[config.mk]
export PLATFORM = sky130hd
export DESIGN_NAME = epu_top
export DESIGN_NICKNAME = d
export VERILOG_FILES = /design/src/hw/epu_msr_pkg.sv /design/src/hw/epu_exc_pkg.sv /design/src/hw/epu_msr_decode.sv /design/src/hw/epu_commit_reg.sv /design/src/hw/epu_exc_commit.sv /design/src/hw/epu_top.sv
export SDC_FILE = /design/constraint.sdc
export NUM_CORES = 1
export LEC_CHECK = 0
export ABC_AREA = 1
export BUFFER_PORTS_ARGS = -buffer_cell sky130_fd_sc_hd__buf_2
export CAP_MARGIN = 0
export CORE_AREA = 4 4 259 261
export DETAILED_ROUTE_END_ITERATION = 16
export DIE_AREA = 0 0 263 265
export PLACE_DENSITY = 0.44
export SLEW_MARGIN = 40
export SYNTH_ARGS = -nofsm -noshare
export SYNTH_HDL_FRONTEND = slang
export SYNTH_SLANG_ARGS = --single-unit
export TNS_END_PERCENT = 20
[constraint.sdc]
create_clock -name clk -period 1.4 [get_ports clk]
set_input_delay 0.07 -clock clk [delete_from_list [all_inputs] [get_ports clk]]
set_output_delay 0.07 -clock clk [all_outputs]
set_load 0.02 [all_outputs]
[src/hw/epu_msr_pkg.sv]
// MSR map of the exception unit
// Bank codes, PS-bank offsets and PSR field positions
package epu_msr_pkg;

   // Immediate bits ORed into the MSR address
   localparam int MSR_IMM_W = 15;

   // Address split into bank number and offset inside the bank
   localparam int BANK_AW = 4;
   localparam int BANK_OFF_AW = 9;

   typedef logic [BANK_AW-1:0] msr_bank_t;

   // Offsets are decoded one-hot style, one bit per register
   typedef logic [BANK_OFF_AW-1:0] msr_off_t;

   // Banks kept in this unit
   localparam msr_bank_t BANK_PS = 4'd0;
   localparam msr_bank_t BANK_SR = 4'd8;

   // Processor-status bank offset bits
   localparam int OFF_PSR = 0;
   localparam int OFF_CPUID = 1;
   localparam int OFF_EPSR = 2;
   localparam int OFF_EPC = 3;
   localparam int OFF_ELSA = 4;
   localparam int OFF_COREID = 5;

   // PSR width as stored by the register file
   localparam int PSR_W = 10;

   typedef logic [PSR_W-1:0] psr_t;

   // Writable PSR fields, bit positions in the written word
   localparam int PSR_RM = 4;
   localparam int PSR_IRE = 5;
   localparam int PSR_IMME = 6;
   localparam int PSR_DMME = 7;
   localparam int PSR_ICE = 8;
   localparam int PSR_DCE = 9;

endpackage

[src/hw/epu_exc_pkg.sv]
// EPU opcode bus and commit-stage control
// Decisions made in stage one and carried into stage two
package epu_exc_pkg;

   localparam int OPC_W = 6;

   typedef logic [OPC_W-1:0] epu_opc_t;

   // Opcode bus bits, at most one set per instruction
   localparam int OPC_RMSR = 0;
   localparam int OPC_WMSR = 1;
   localparam int OPC_ERET = 2;
   localparam int OPC_ESYSCALL = 3;
   localparam int OPC_EINSN = 4;
   localparam int OPC_EIRQ = 5;

   // Stage-one decisions that cross the stage boundary
   typedef struct packed {
      logic eret;
      logic esyscall;
      logic einsn;
      logic eirq;
      // PSR write needs a pipeline flush and TLB resync
      logic flush_psr;
      logic we_psr;
      logic we_epc;
      logic we_epsr;
      logic we_elsa;
      logic we_sr;
      // Scratch writes pick the register from here
      epu_msr_pkg::msr_off_t bank_off;
   } commit_ctl_t;

endpackage

[src/hw/epu_msr_decode.sv]
// EPU stage-one decoder
// Forms the MSR address, reads the MSR banks and decodes writes and exceptions
`timescale 1ns/1ps

module epu_msr_decode
#(
   parameter int DATA_W = 32,
   parameter int SR_NUM = 4
)
(
   input  logic                          ex_valid,
   input  logic                          flush_s1,
   input  epu_exc_pkg::epu_opc_t         ex_opc,
   input  logic [DATA_W-1:0]             ex_operand1,
   input  logic [DATA_W-1:0]             ex_operand2,
   input  logic [DATA_W-1:0]             ex_imm,
   input  epu_msr_pkg::psr_t             msr_psr,
   input  epu_msr_pkg::psr_t             msr_epsr,
   input  logic [DATA_W-1:0]             msr_cpuid,
   input  logic [DATA_W-1:0]             msr_epc,
   input  logic [DATA_W-1:0]             msr_elsa,
   input  logic [DATA_W-1:0]             msr_coreid,
   input  logic [SR_NUM*DATA_W-1:0]      msr_sr,
   output logic [DATA_W-1:0]             epu_dout,
   output logic                          epu_dout_valid,
   output epu_exc_pkg::commit_ctl_t      s1_ctl,
   output logic [DATA_W-1:0]             s1_wdat
);

   logic [DATA_W-1:0]         msr_addr;
   epu_msr_pkg::msr_bank_t    bank;
   epu_msr_pkg::msr_off_t     off;
   logic                      bank_ps;
   logic                      bank_sr;
   logic                      live;
   logic                      wmsr;
   logic [DATA_W-1:0]         dout_ps;
   logic [DATA_W-1:0]         dout_sr;

   // Operand1 plus the immediate gives the MSR address
   assign msr_addr = ex_operand1 |
                     {{(DATA_W-epu_msr_pkg::MSR_IMM_W){1'b0}},
                      ex_imm[epu_msr_pkg::MSR_IMM_W-1:0]};
   assign bank = msr_addr[epu_msr_pkg::BANK_AW+epu_msr_pkg::BANK_OFF_AW-1 :
                          epu_msr_pkg::BANK_OFF_AW];
   assign off = msr_addr[epu_msr_pkg::BANK_OFF_AW-1:0];

   assign bank_ps = (bank == epu_msr_pkg::BANK_PS);
   assign bank_sr = (bank == epu_msr_pkg::BANK_SR);

   // PSR and EPSR are zero-extended to the word
   assign dout_ps =
      ({DATA_W{off[epu_msr_pkg::OFF_PSR]}} &
       {{(DATA_W-epu_msr_pkg::PSR_W){1'b0}}, msr_psr}) |
      ({DATA_W{off[epu_msr_pkg::OFF_CPUID]}} & msr_cpuid) |
      ({DATA_W{off[epu_msr_pkg::OFF_EPSR]}} &
       {{(DATA_W-epu_msr_pkg::PSR_W){1'b0}}, msr_epsr}) |
      ({DATA_W{off[epu_msr_pkg::OFF_EPC]}} & msr_epc) |
      ({DATA_W{off[epu_msr_pkg::OFF_ELSA]}} & msr_elsa) |
      ({DATA_W{off[epu_msr_pkg::OFF_COREID]}} & msr_coreid);

   // Scratch registers, low offset bits select one-hot
   always_comb
   begin
      dout_sr = '0;
      for (int i = 0; i < SR_NUM; i++)
      begin
         dout_sr = dout_sr | ({DATA_W{off[i]}} & msr_sr[i*DATA_W +: DATA_W]);
      end
   end

   // Unknown banks fall through as zero
   assign epu_dout = ({DATA_W{bank_ps}} & dout_ps) |
                     ({DATA_W{bank_sr}} & dout_sr);

   assign live = ex_valid & ~flush_s1;
   assign wmsr = live & ex_opc[epu_exc_pkg::OPC_WMSR];

   assign epu_dout_valid = live & ex_opc[epu_exc_pkg::OPC_RMSR];

   always_comb
   begin
      s1_ctl = '0;
      s1_ctl.eret = live & ex_opc[epu_exc_pkg::OPC_ERET];
      s1_ctl.esyscall = live & ex_opc[epu_exc_pkg::OPC_ESYSCALL];
      s1_ctl.einsn = live & ex_opc[epu_exc_pkg::OPC_EINSN];
      s1_ctl.eirq = live & ex_opc[epu_exc_pkg::OPC_EIRQ];
      s1_ctl.we_psr = wmsr & bank_ps & off[epu_msr_pkg::OFF_PSR];
      s1_ctl.we_epc = wmsr & bank_ps & off[epu_msr_pkg::OFF_EPC];
      s1_ctl.we_epsr = wmsr & bank_ps & off[epu_msr_pkg::OFF_EPSR];
      s1_ctl.we_elsa = wmsr & bank_ps & off[epu_msr_pkg::OFF_ELSA];
      s1_ctl.we_sr = wmsr & bank_sr;
      // Only PSR writes trigger the TLB flush now
      s1_ctl.flush_psr = s1_ctl.we_psr;
      s1_ctl.bank_off = live ? off : '0;
   end

   assign s1_wdat = ex_operand2;

   // Upstream decode never issues two EPU operations at once
   a_opc_onehot: assert final (!ex_valid || $onehot0(ex_opc));

endmodule

[src/hw/epu_commit_reg.sv]
// EPU stage-one to stage-two commit register
// Control resets and takes flush loads, payload follows the stage enable
`timescale 1ns/1ps

module epu_commit_reg
#(
   parameter int DATA_W = 32
)
(
   input  logic                          clk,
   input  logic                          rst,
   input  logic                          p_ce_s1,
   input  logic                          flush_s1,
   input  epu_exc_pkg::commit_ctl_t      s1_ctl,
   input  logic [DATA_W-1:0]             s1_wdat,
   input  logic [DATA_W-3:0]             ex_pc,
   input  logic [DATA_W-3:0]             ex_npc,
   output epu_exc_pkg::commit_ctl_t      s2_ctl,
   output logic [DATA_W-1:0]             s2_wdat,
   output logic [DATA_W-3:0]             s2_pc,
   output logic [DATA_W-3:0]             s2_npc
);

   localparam int PC_W = DATA_W - 2;

   logic ctl_load;

   // A flush loads the already cleared control word
   assign ctl_load = p_ce_s1 | flush_s1;

   always_ff @(posedge clk)
   begin
      if (rst)
      begin
         s2_ctl <= '0;
      end
      else if (ctl_load)
      begin
         s2_ctl <= s1_ctl;
      end
   end

   always_ff @(posedge clk)
   begin
      if (p_ce_s1)
      begin
         s2_wdat <= s1_wdat;
         s2_pc <= ex_pc[PC_W-1:0];
         s2_npc <= ex_npc[PC_W-1:0];
      end
   end

   // Decoder clears every field of a flushed instruction
   a_ctl_flush: assert property (@(posedge clk)
      (flush_s1 && !rst) |=> (s2_ctl == '0));

endmodule

[src/hw/epu_exc_commit.sv]
// EPU stage-two commit and exception logic
// Commits MSR writes, updates EPC and ELSA, raises the pipeline flush
`timescale 1ns/1ps

module epu_exc_commit
#(
   parameter int                DATA_W = 32,
   parameter int                SR_NUM = 4,
   parameter logic [DATA_W-1:0] SYSCALL_VECTOR = '0,
   parameter logic [DATA_W-1:0] INSN_VECTOR = '0,
   parameter logic [DATA_W-1:0] IRQ_VECTOR = '0,
   parameter logic [DATA_W-1:0] ALIGN_VECTOR = '0
)
(
   input  logic                          p_ce_s2,
   input  epu_exc_pkg::commit_ctl_t      s2_ctl,
   input  logic [DATA_W-1:0]             s2_wdat,
   input  logic [DATA_W-3:0]             s2_pc,
   input  logic [DATA_W-3:0]             s2_npc,
   input  logic                          s2_ealign,
   input  logic [DATA_W-1:0]             s2_vaddr,
   input  logic [DATA_W-1:0]             msr_epc,
   output logic                          exc_flush,
   output logic [DATA_W-3:0]             exc_flush_tgt,
   output logic                          msr_psr_save,
   output logic                          msr_psr_restore,
   output logic [epu_msr_pkg::PSR_DCE-epu_msr_pkg::PSR_RM:0] msr_psr_nxt,
   output logic                          msr_psr_we,
   output logic [DATA_W-1:0]             msr_epc_nxt,
   output logic                          msr_epc_we,
   output epu_msr_pkg::psr_t             msr_epsr_nxt,
   output logic                          msr_epsr_we,
   output logic [DATA_W-1:0]             msr_elsa_nxt,
   output logic                          msr_elsa_we,
   output logic [DATA_W-1:0]             msr_sr_nxt,
   output logic [SR_NUM-1:0]             msr_sr_we
);

   localparam int PC_W = DATA_W - 2;

   epu_exc_pkg::commit_ctl_t  ctl;
   logic                      ealign;

   // Nothing commits while stage two is stalled
   assign ctl = p_ce_s2 ? s2_ctl : '0;
   assign ealign = p_ce_s2 & s2_ealign;

   assign msr_psr_save = ctl.esyscall | ctl.einsn | ctl.eirq | ealign;
   assign msr_psr_restore = ctl.eret;

   // PSR fields
   assign msr_psr_we = ctl.we_psr;
   assign msr_psr_nxt = {s2_wdat[epu_msr_pkg::PSR_DCE],
                         s2_wdat[epu_msr_pkg::PSR_ICE],
                         s2_wdat[epu_msr_pkg::PSR_DMME],
                         s2_wdat[epu_msr_pkg::PSR_IMME],
                         s2_wdat[epu_msr_pkg::PSR_IRE],
                         s2_wdat[epu_msr_pkg::PSR_RM]};

   assign msr_epsr_we = ctl.we_epsr;
   assign msr_epsr_nxt = s2_wdat[epu_msr_pkg::PSR_W-1:0];

   // A syscall returns past itself, other exceptions retry the instruction
   assign msr_epc_nxt = ctl.we_epc ? s2_wdat :
                        ctl.esyscall ? {s2_npc, 2'b00} :
                        {s2_pc, 2'b00};
   assign msr_epc_we = msr_psr_save | ctl.we_epc;

   // Illegal instruction records its own address
   assign msr_elsa_nxt = ctl.einsn ? {s2_pc, 2'b00} :
                         ealign ? s2_vaddr :
                         s2_wdat;
   assign msr_elsa_we = ctl.einsn | ealign | ctl.we_elsa;

   assign msr_sr_nxt = s2_wdat;
   assign msr_sr_we = ctl.bank_off[SR_NUM-1:0] & {SR_NUM{ctl.we_sr}};

   // Sources are exclusive so the target is a plain AND-OR
   assign exc_flush_tgt =
      ({PC_W{ctl.esyscall}} & SYSCALL_VECTOR[DATA_W-1:2]) |
      ({PC_W{ctl.einsn}} & INSN_VECTOR[DATA_W-1:2]) |
      ({PC_W{ctl.eirq}} & IRQ_VECTOR[DATA_W-1:2]) |
      ({PC_W{ealign}} & ALIGN_VECTOR[DATA_W-1:2]) |
      ({PC_W{ctl.eret}} & msr_epc[DATA_W-1:2]) |
      ({PC_W{ctl.flush_psr}} & s2_npc);

   assign exc_flush = ctl.esyscall | ctl.einsn | ctl.eirq | ctl.eret |
                      ctl.flush_psr | ealign;

   // Stage-two data faults never coincide with a held stage-one exception
   a_one_source: assert final ($countones({ctl.esyscall, ctl.einsn, ctl.eirq,
      ctl.eret, ctl.flush_psr, ealign}) <= 1);

endmodule

[src/hw/epu_top.sv]
// Exception and MSR unit of the execute stage
// Stage-one decode, commit register and stage-two commit logic
`timescale 1ns/1ps

module epu_top
#(
   parameter int                DATA_W = 32,
   parameter int                SR_NUM = 4,
   parameter logic [DATA_W-1:0] SYSCALL_VECTOR = 'h100,
   parameter logic [DATA_W-1:0] INSN_VECTOR = 'h200,
   parameter logic [DATA_W-1:0] IRQ_VECTOR = 'h300,
   parameter logic [DATA_W-1:0] ALIGN_VECTOR = 'h400
)
(
   input  logic                          clk,
   input  logic                          rst,
   input  logic                          p_ce_s1,
   input  logic                          p_ce_s2,
   input  logic                          flush_s1,
   input  logic                          ex_valid,
   input  epu_exc_pkg::epu_opc_t         ex_opc,
   input  logic [DATA_W-1:0]             ex_operand1,
   input  logic [DATA_W-1:0]             ex_operand2,
   input  logic [DATA_W-1:0]             ex_imm,
   input  logic [DATA_W-3:0]             ex_pc,
   input  logic [DATA_W-3:0]             ex_npc,
   input  logic                          s2_ealign,
   input  logic [DATA_W-1:0]             s2_vaddr,
   input  epu_msr_pkg::psr_t             msr_psr,
   input  epu_msr_pkg::psr_t             msr_epsr,
   input  logic [DATA_W-1:0]             msr_cpuid,
   input  logic [DATA_W-1:0]             msr_epc,
   input  logic [DATA_W-1:0]             msr_elsa,
   input  logic [DATA_W-1:0]             msr_coreid,
   input  logic [SR_NUM*DATA_W-1:0]      msr_sr,
   output logic [DATA_W-1:0]             epu_dout,
   output logic                          epu_dout_valid,
   output logic                          exc_flush,
   output logic [DATA_W-3:0]             exc_flush_tgt,
   output logic                          msr_psr_save,
   output logic                          msr_psr_restore,
   output logic [epu_msr_pkg::PSR_DCE-epu_msr_pkg::PSR_RM:0] msr_psr_nxt,
   output logic                          msr_psr_we,
   output logic [DATA_W-1:0]             msr_epc_nxt,
   output logic                          msr_epc_we,
   output epu_msr_pkg::psr_t             msr_epsr_nxt,
   output logic                          msr_epsr_we,
   output logic [DATA_W-1:0]             msr_elsa_nxt,
   output logic                          msr_elsa_we,
   output logic [DATA_W-1:0]             msr_sr_nxt,
   output logic [SR_NUM-1:0]             msr_sr_we
);

   epu_exc_pkg::commit_ctl_t  s1_ctl;
   logic [DATA_W-1:0]         s1_wdat;
   epu_exc_pkg::commit_ctl_t  s2_ctl;
   logic [DATA_W-1:0]         s2_wdat;
   logic [DATA_W-3:0]         s2_pc;
   logic [DATA_W-3:0]         s2_npc;

   epu_msr_decode #(.DATA_W(DATA_W), .SR_NUM(SR_NUM)) u_decode (
      .ex_valid       (ex_valid),
      .flush_s1       (flush_s1),
      .ex_opc         (ex_opc),
      .ex_operand1    (ex_operand1),
      .ex_operand2    (ex_operand2),
      .ex_imm         (ex_imm),
      .msr_psr        (msr_psr),
      .msr_epsr       (msr_epsr),
      .msr_cpuid      (msr_cpuid),
      .msr_epc        (msr_epc),
      .msr_elsa       (msr_elsa),
      .msr_coreid     (msr_coreid),
      .msr_sr         (msr_sr),
      .epu_dout       (epu_dout),
      .epu_dout_valid (epu_dout_valid),
      .s1_ctl         (s1_ctl),
      .s1_wdat        (s1_wdat)
   );

   epu_commit_reg #(.DATA_W(DATA_W)) u_commit_reg (
      .clk      (clk),
      .rst      (rst),
      .p_ce_s1  (p_ce_s1),
      .flush_s1 (flush_s1),
      .s1_ctl   (s1_ctl),
      .s1_wdat  (s1_wdat),
      .ex_pc    (ex_pc),
      .ex_npc   (ex_npc),
      .s2_ctl   (s2_ctl),
      .s2_wdat  (s2_wdat),
      .s2_pc    (s2_pc),
      .s2_npc   (s2_npc)
   );

   epu_exc_commit #(
      .DATA_W         (DATA_W),
      .SR_NUM         (SR_NUM),
      .SYSCALL_VECTOR (SYSCALL_VECTOR),
      .INSN_VECTOR    (INSN_VECTOR),
      .IRQ_VECTOR     (IRQ_VECTOR),
      .ALIGN_VECTOR   (ALIGN_VECTOR)
   ) u_exc_commit (
      .p_ce_s2         (p_ce_s2),
      .s2_ctl          (s2_ctl),
      .s2_wdat         (s2_wdat),
      .s2_pc           (s2_pc),
      .s2_npc          (s2_npc),
      .s2_ealign       (s2_ealign),
      .s2_vaddr        (s2_vaddr),
      .msr_epc         (msr_epc),
      .exc_flush       (exc_flush),
      .exc_flush_tgt   (exc_flush_tgt),
      .msr_psr_save    (msr_psr_save),
      .msr_psr_restore (msr_psr_restore),
      .msr_psr_nxt     (msr_psr_nxt),
      .msr_psr_we      (msr_psr_we),
      .msr_epc_nxt     (msr_epc_nxt),
      .msr_epc_we      (msr_epc_we),
      .msr_epsr_nxt    (msr_epsr_nxt),
      .msr_epsr_we     (msr_epsr_we),
      .msr_elsa_nxt    (msr_elsa_nxt),
      .msr_elsa_we     (msr_elsa_we),
      .msr_sr_nxt      (msr_sr_nxt),
      .msr_sr_we       (msr_sr_we)
   );

endmodule

# Word level (Yosys, flattened, before mapping)

Cells that the tools add are included.

Flip-flop bits (word level): 110
Word-level logic and storage cells: 76

Eq/ne operators: 1
Muxes and demuxes: 6
Bitwise logic cells: 55
Reductions and logical operators: 1

Operator list:

| kind                                  | number |
|---|---|
| AND 32 bit                            | 10 |
| bitwise OR 32 bit                     | 9 |
| 2-to-1 mux 32 bit                     | 4 |
| AND 32 x 10 -> 32 bit                 | 2 |
| AND 30 bit                            | 2 |
| bitwise OR 30 bit                     | 2 |
| bitwise OR 30 x 8 -> 30 bit           | 1 |
| bitwise OR 30 x 9 -> 30 bit           | 1 |
| 2-to-1 mux 19 bit                     | 1 |
| AND 1 bit                             | 14 |
| bitwise OR 13 bit                     | 1 |
| bitwise OR 1 bit                      | 10 |
| 2-to-1 mux 9 bit                      | 1 |
| bitwise OR 7 x 8 -> 8 bit             | 1 |
| AND 4 bit                             | 1 |
| == test 4 bit (second input constant) | 1 |
| logical NOT 4 bit                     | 1 |
| inverter 1 bit                        | 1 |

# Logic depth before layout (Yosys ltp)

Word-level depth: 9
Mapped depth: 7
Mapped depth without buffers: 6

# Cells and area by module

A second synthesis with hierarchy kept.

Cell total of the unflattened synthesis: 1,474
Area, all modules: 9,257.6 sq um

By module, submodules not included:

| module         | times used | cells an instance | area each (sq um) |
|---|---|---|---|
| epu_commit_reg | 1          | 213               | 3,553.4 |
| epu_msr_decode | 1          | 650               | 2,954.1 |
| epu_exc_commit | 1          | 611               | 2,750.1 |

# Worst setup path after synthesis

Ideal clock, no wire load.

Path kind: flip-flop to output port
Start: reg u_commit_reg.s2_ctl[18] (netlist name)
End: out exc_flush_tgt[20]
Arrival: 1.096 ns
Setup slack: 0.234 ns
Stages on the path, launching flop included: 5
Path buffers: 1
Cell sequence: dfxtp_1 nand2_1 inv_1 buf_2 a22o_1

Cells in the longest elaborated chain, start to end: 4

Ends and longest elaborated chain:

| element             | line                 | text |
|---|---|---|
| 2-to-1 mux 19 bit   | epu_exc_commit.sv:45 | `assign ctl = p_ce_s2 ? s2_ctl : '0;` |
| via msr_psr_restore | epu_top.sv:41        | `output logic msr_psr_restore,` |
| AND 30 bit          | epu_exc_commit.sv:84 | `({PC_W{ctl.eret}} & msr_epc[DATA_W-1:2]) \|` |
| bitwise OR 30 bit   | epu_exc_commit.sv:83 | `({PC_W{ealign}} & ALIGN_VECTOR[DATA_W-1:2]) \|` |
| bitwise OR 30 bit   | epu_exc_commit.sv:84 |  |
| end: declaration    | epu_top.sv:39        | `output logic [DATA_W-3:0] exc_flush_tgt,` |

The timed path passes the listed nets, and every way through them passes these cells.

# Worst setup path in the final report

Start: reg u_commit_reg.s2_ctl[17] (netlist name)
End: out msr_epc_nxt[2]

Cells in the longest elaborated chain, start to end: 3

Ends and longest elaborated chain:

| element           | line                 | text |
|---|---|---|
| 2-to-1 mux 19 bit | epu_exc_commit.sv:45 |  |
| 2-to-1 mux 32 bit | epu_exc_commit.sv:65 | `ctl.esyscall ? {s2_npc, 2'b00} :` |
| 2-to-1 mux 32 bit | epu_exc_commit.sv:64 | `assign msr_epc_nxt = ctl.we_epc ? s2_wdat :` |
| end: declaration  | epu_top.sv:44        | `output logic [DATA_W-1:0] msr_epc_nxt,` |

No other way between the ends.

==> impl_metrics.tcl <==
set metrics [dict create \
    power_mw 9.77 \
    async_reset_ff_frac 0 \
    crit_type "reg2out" \
    syn-num-nets 1602 \
    period_share 1.15 \
    worst_slew_pin_slew_ps 440 \
    synth_ff_type "edfxtp_1" \
    ios 663 \
    hold_depth 1 \
    r2r.worst_path.cells 3 \
    areaGrowthSynthToFinish_pct 82.2 \
    reg2reg_from "u_commit_reg.s2_ctl[17]$_SDFFE_PP0P_" \
    synth_common_cells "nand2_1, inv_1, nor2_1" \
    peakVddDrop_mv 0.538 \
    cp.required_ps 1330 \
    initialDrtViolationCount 583 \
    drv_cap 0 \
    violations "negative setup slack" \
    r2r-end "u_commit_reg.s2_ctl[17]$_SDFFE_PP0P_" \
    core-area_um2 64500 \
    routed_wl_um 49800 \
    htreeDepth 3 \
    grt_overflow 0 \
    yosysSeqAreaShare 0.379 \
    crit_fanout 8 \
    first_pass_iters 5 \
    clk_pin_slew_ps 80 \
    die_h_um 265 \
    vias 10572 \
    n_fill_cell 7267 \
    wire_per_inst_um 18.4 \
    yosys-top-cells-area "edfxtp_1, nand2_1, inv_1" \
    antenna_found_initial 3 \
    yosysTopAreaCell "edfxtp_1" \
    gp_congestion 0.893 \
    yosysUniqueCellTypes 27 \
    synth_edf_count 92 \
    drc 0 \
    clockBufferDepth 2 \
    dp_hpwl_um 40100 \
    slew_headroom 0.705 \
    numPortBuffers 618 \
    die_x_um 263 \
    layout.nets 2316 \
    path_delay_family "buffers and inverters" \
    grt_pass1_wl_um 69700 \
    syn_inst 1125 \
    cts-root-buf "clkbuf_16" \
    rows 93 \
    grt_start_max_net_pins 51 \
    fin_crit_ps 1610 \
    ant_nets 0 \
    cp-end-kind "output port" \
    avgSynthCellArea_um2 7.09 \
    fmax_mhz 620 \
    netlist_area_um2 7980 \
    path_cells "buf_4, nand2_4, buf_12, o211ai_1, o21ai_1, buf_2" \
    finalHoldViolCount 0 \
    drive_above_1_share 0.440 \
    yosysWarnings 0 \
    max_stage_delay_ps 390 \
    grt_usage 0.132 \
    start_kind "flop" \
    vias_per_cell 3.91 \
    regToRegSetupSlack_ps 600 \
    fin_ws_ps -212 \
    tritoncts "built" \
    power_leakage_nw 7.48 \
    clk_latency_ps 380 \
    initial_core_util 0.124 \
    slowest_stage "dfxtp_4" \
    hold_path.class "in2reg" \
    numCtsBuffers 9 \
    grt_pass1_vias 10827 \
    hold_end "u_commit_reg.s2_npc[28]$_DFFE_PP_" \
    yosys.area.top_type_share 0.346 \
    slew_viol_final 0 \
    rsz0062_at_grt "yes" \
    crit_arrival_ps 1540 \
    hp-start "p_ce_s1" \
    cts_sinks 105 \
    tns_ps -11590 \
    status "complete, but fails checks" \
    synth_most_common_cell "nand2_1" \
    die_area_um2 69700 \
    fin_skew_ps 0 \
    ys_seq_elements 105 \
    power.density_nw_per_um2 672 \
    path_buf_inv 3 \
    finalSetupViolCount 97 \
]
## state kept, by name, indices dropped and copies added (netlist names)
register	count
u_commit_reg.s2_pc	30
u_commit_reg.s2_ctl	13
u_commit_reg.s2_wdat	32
u_commit_reg.s2_npc	30
## worst register-to-register path, delay by kind of cell (launching register included)
kind / cells / cell delay, ps
AO/OA/AOI/OAI: 1 / 130
buffers and inverters: 1 / 150
flip-flops: 1 / 390
AND/OR/NAND/NOR: 1 / 60
## where the power goes
part	switching (mW)	internal [mW]
clock	1.30	1.41
sequential	0.165	3.65
combinational	1.78	1.47
## per-stage QoR
stage                     worst slack, ps  area (um2)  hold slack, ps   util  cells
after floorplan                       234        7980             139      -   1125
after global placement               -144       12400             246  0.192   2573
after detailed placement             -119       12400             248  0.192   2573
after CTS                            -260       14300            12.2  0.221   2691
after global routing                 -304       14500            34.5  0.225   2699
final                                -212       14500            46.8  0.225   2702
## worst max-delay path by stage
stage                                               from           endpoint  slack [ps]  cells after the start
global route        u_commit_reg.s2_ctl[17]$_SDFFE_PP0P_    msr_epc_nxt[24]        -300                      5
floorplan           u_commit_reg.s2_ctl[18]$_SDFFE_PP0P_  exc_flush_tgt[20]         230                      4
CTS                 u_commit_reg.s2_ctl[12]$_SDFFE_PP0P_     msr_epc_nxt[2]        -260                      6
detailed placement                               p_ce_s2   exc_flush_tgt[6]        -120                      7
finish              u_commit_reg.s2_ctl[17]$_SDFFE_PP0P_     msr_epc_nxt[2]        -210                      6
global placement                                 p_ce_s2   exc_flush_tgt[6]        -140                      7
## repair_timing
action	CTS	global route
endpoints found under the hold margin	96	0
cloned	5	7
resized for setup	179	40
setup endpoints to repair	102	118
buffers inserted	1	1
pin swaps	36	13
hold buffers	96	0
## placed cells by master (no fill, tap or decap), types with 8 or more instances in the layout
cell type / instances
buf_2: 526
nand2_1: 341
inv_1: 157
nor2_1: 124
dlygate4sd3_1: 96
buf_4: 94
edfxtp_1: 92
o21ai_1: 55
o211ai_2: 45
nand4_1: 44
a21oi_1: 32
o21ai_0: 28
buf_6: 26
buf_12: 26
nand2_2: 18
a22o_1: 17
nand3_1: 16
o211ai_1: 15
clkbuf_16: 15
o21ai_2: 8
dfxtp_1: 8
## kinds of logic after synthesis
family / share of synthesized area
AND/OR/NAND/NOR: 0.288
buffers and inverters: 0.142
AO/OA/AOI/OAI: 0.191
flip-flops: 0.379
## cell type report
| cell class | count | area, um2 | area share |
|---|---|---|---|
| clock inverter | 5 | 62.6 | 0.00430 |
| sequential | 105 | 3040 | 0.209 |
| inverter | 163 | 614 | 0.0423 |
| multi-input combinational | 777 | 4060 | 0.279 |
| clock buffer | 11 | 233 | 0.0160 |
| timing repair buffer | 783 | 5450 | 0.375 |
| tap | 855 | 1070 | 0.0736 |
| antenna | 3 | 7.51 | 0.000516 |
## layer usage
layer  vias to the layer above  global-route usage  wire length [um]
li1                       5089                   -                 -
met1                      4994               0.165             21300
met2                       433               0.231             24600
met3                        54              0.0317              3080
met4                         2              0.0309               788
met5                         -                   0                12
Note: power is estimated with default switching activity, not from simulation.
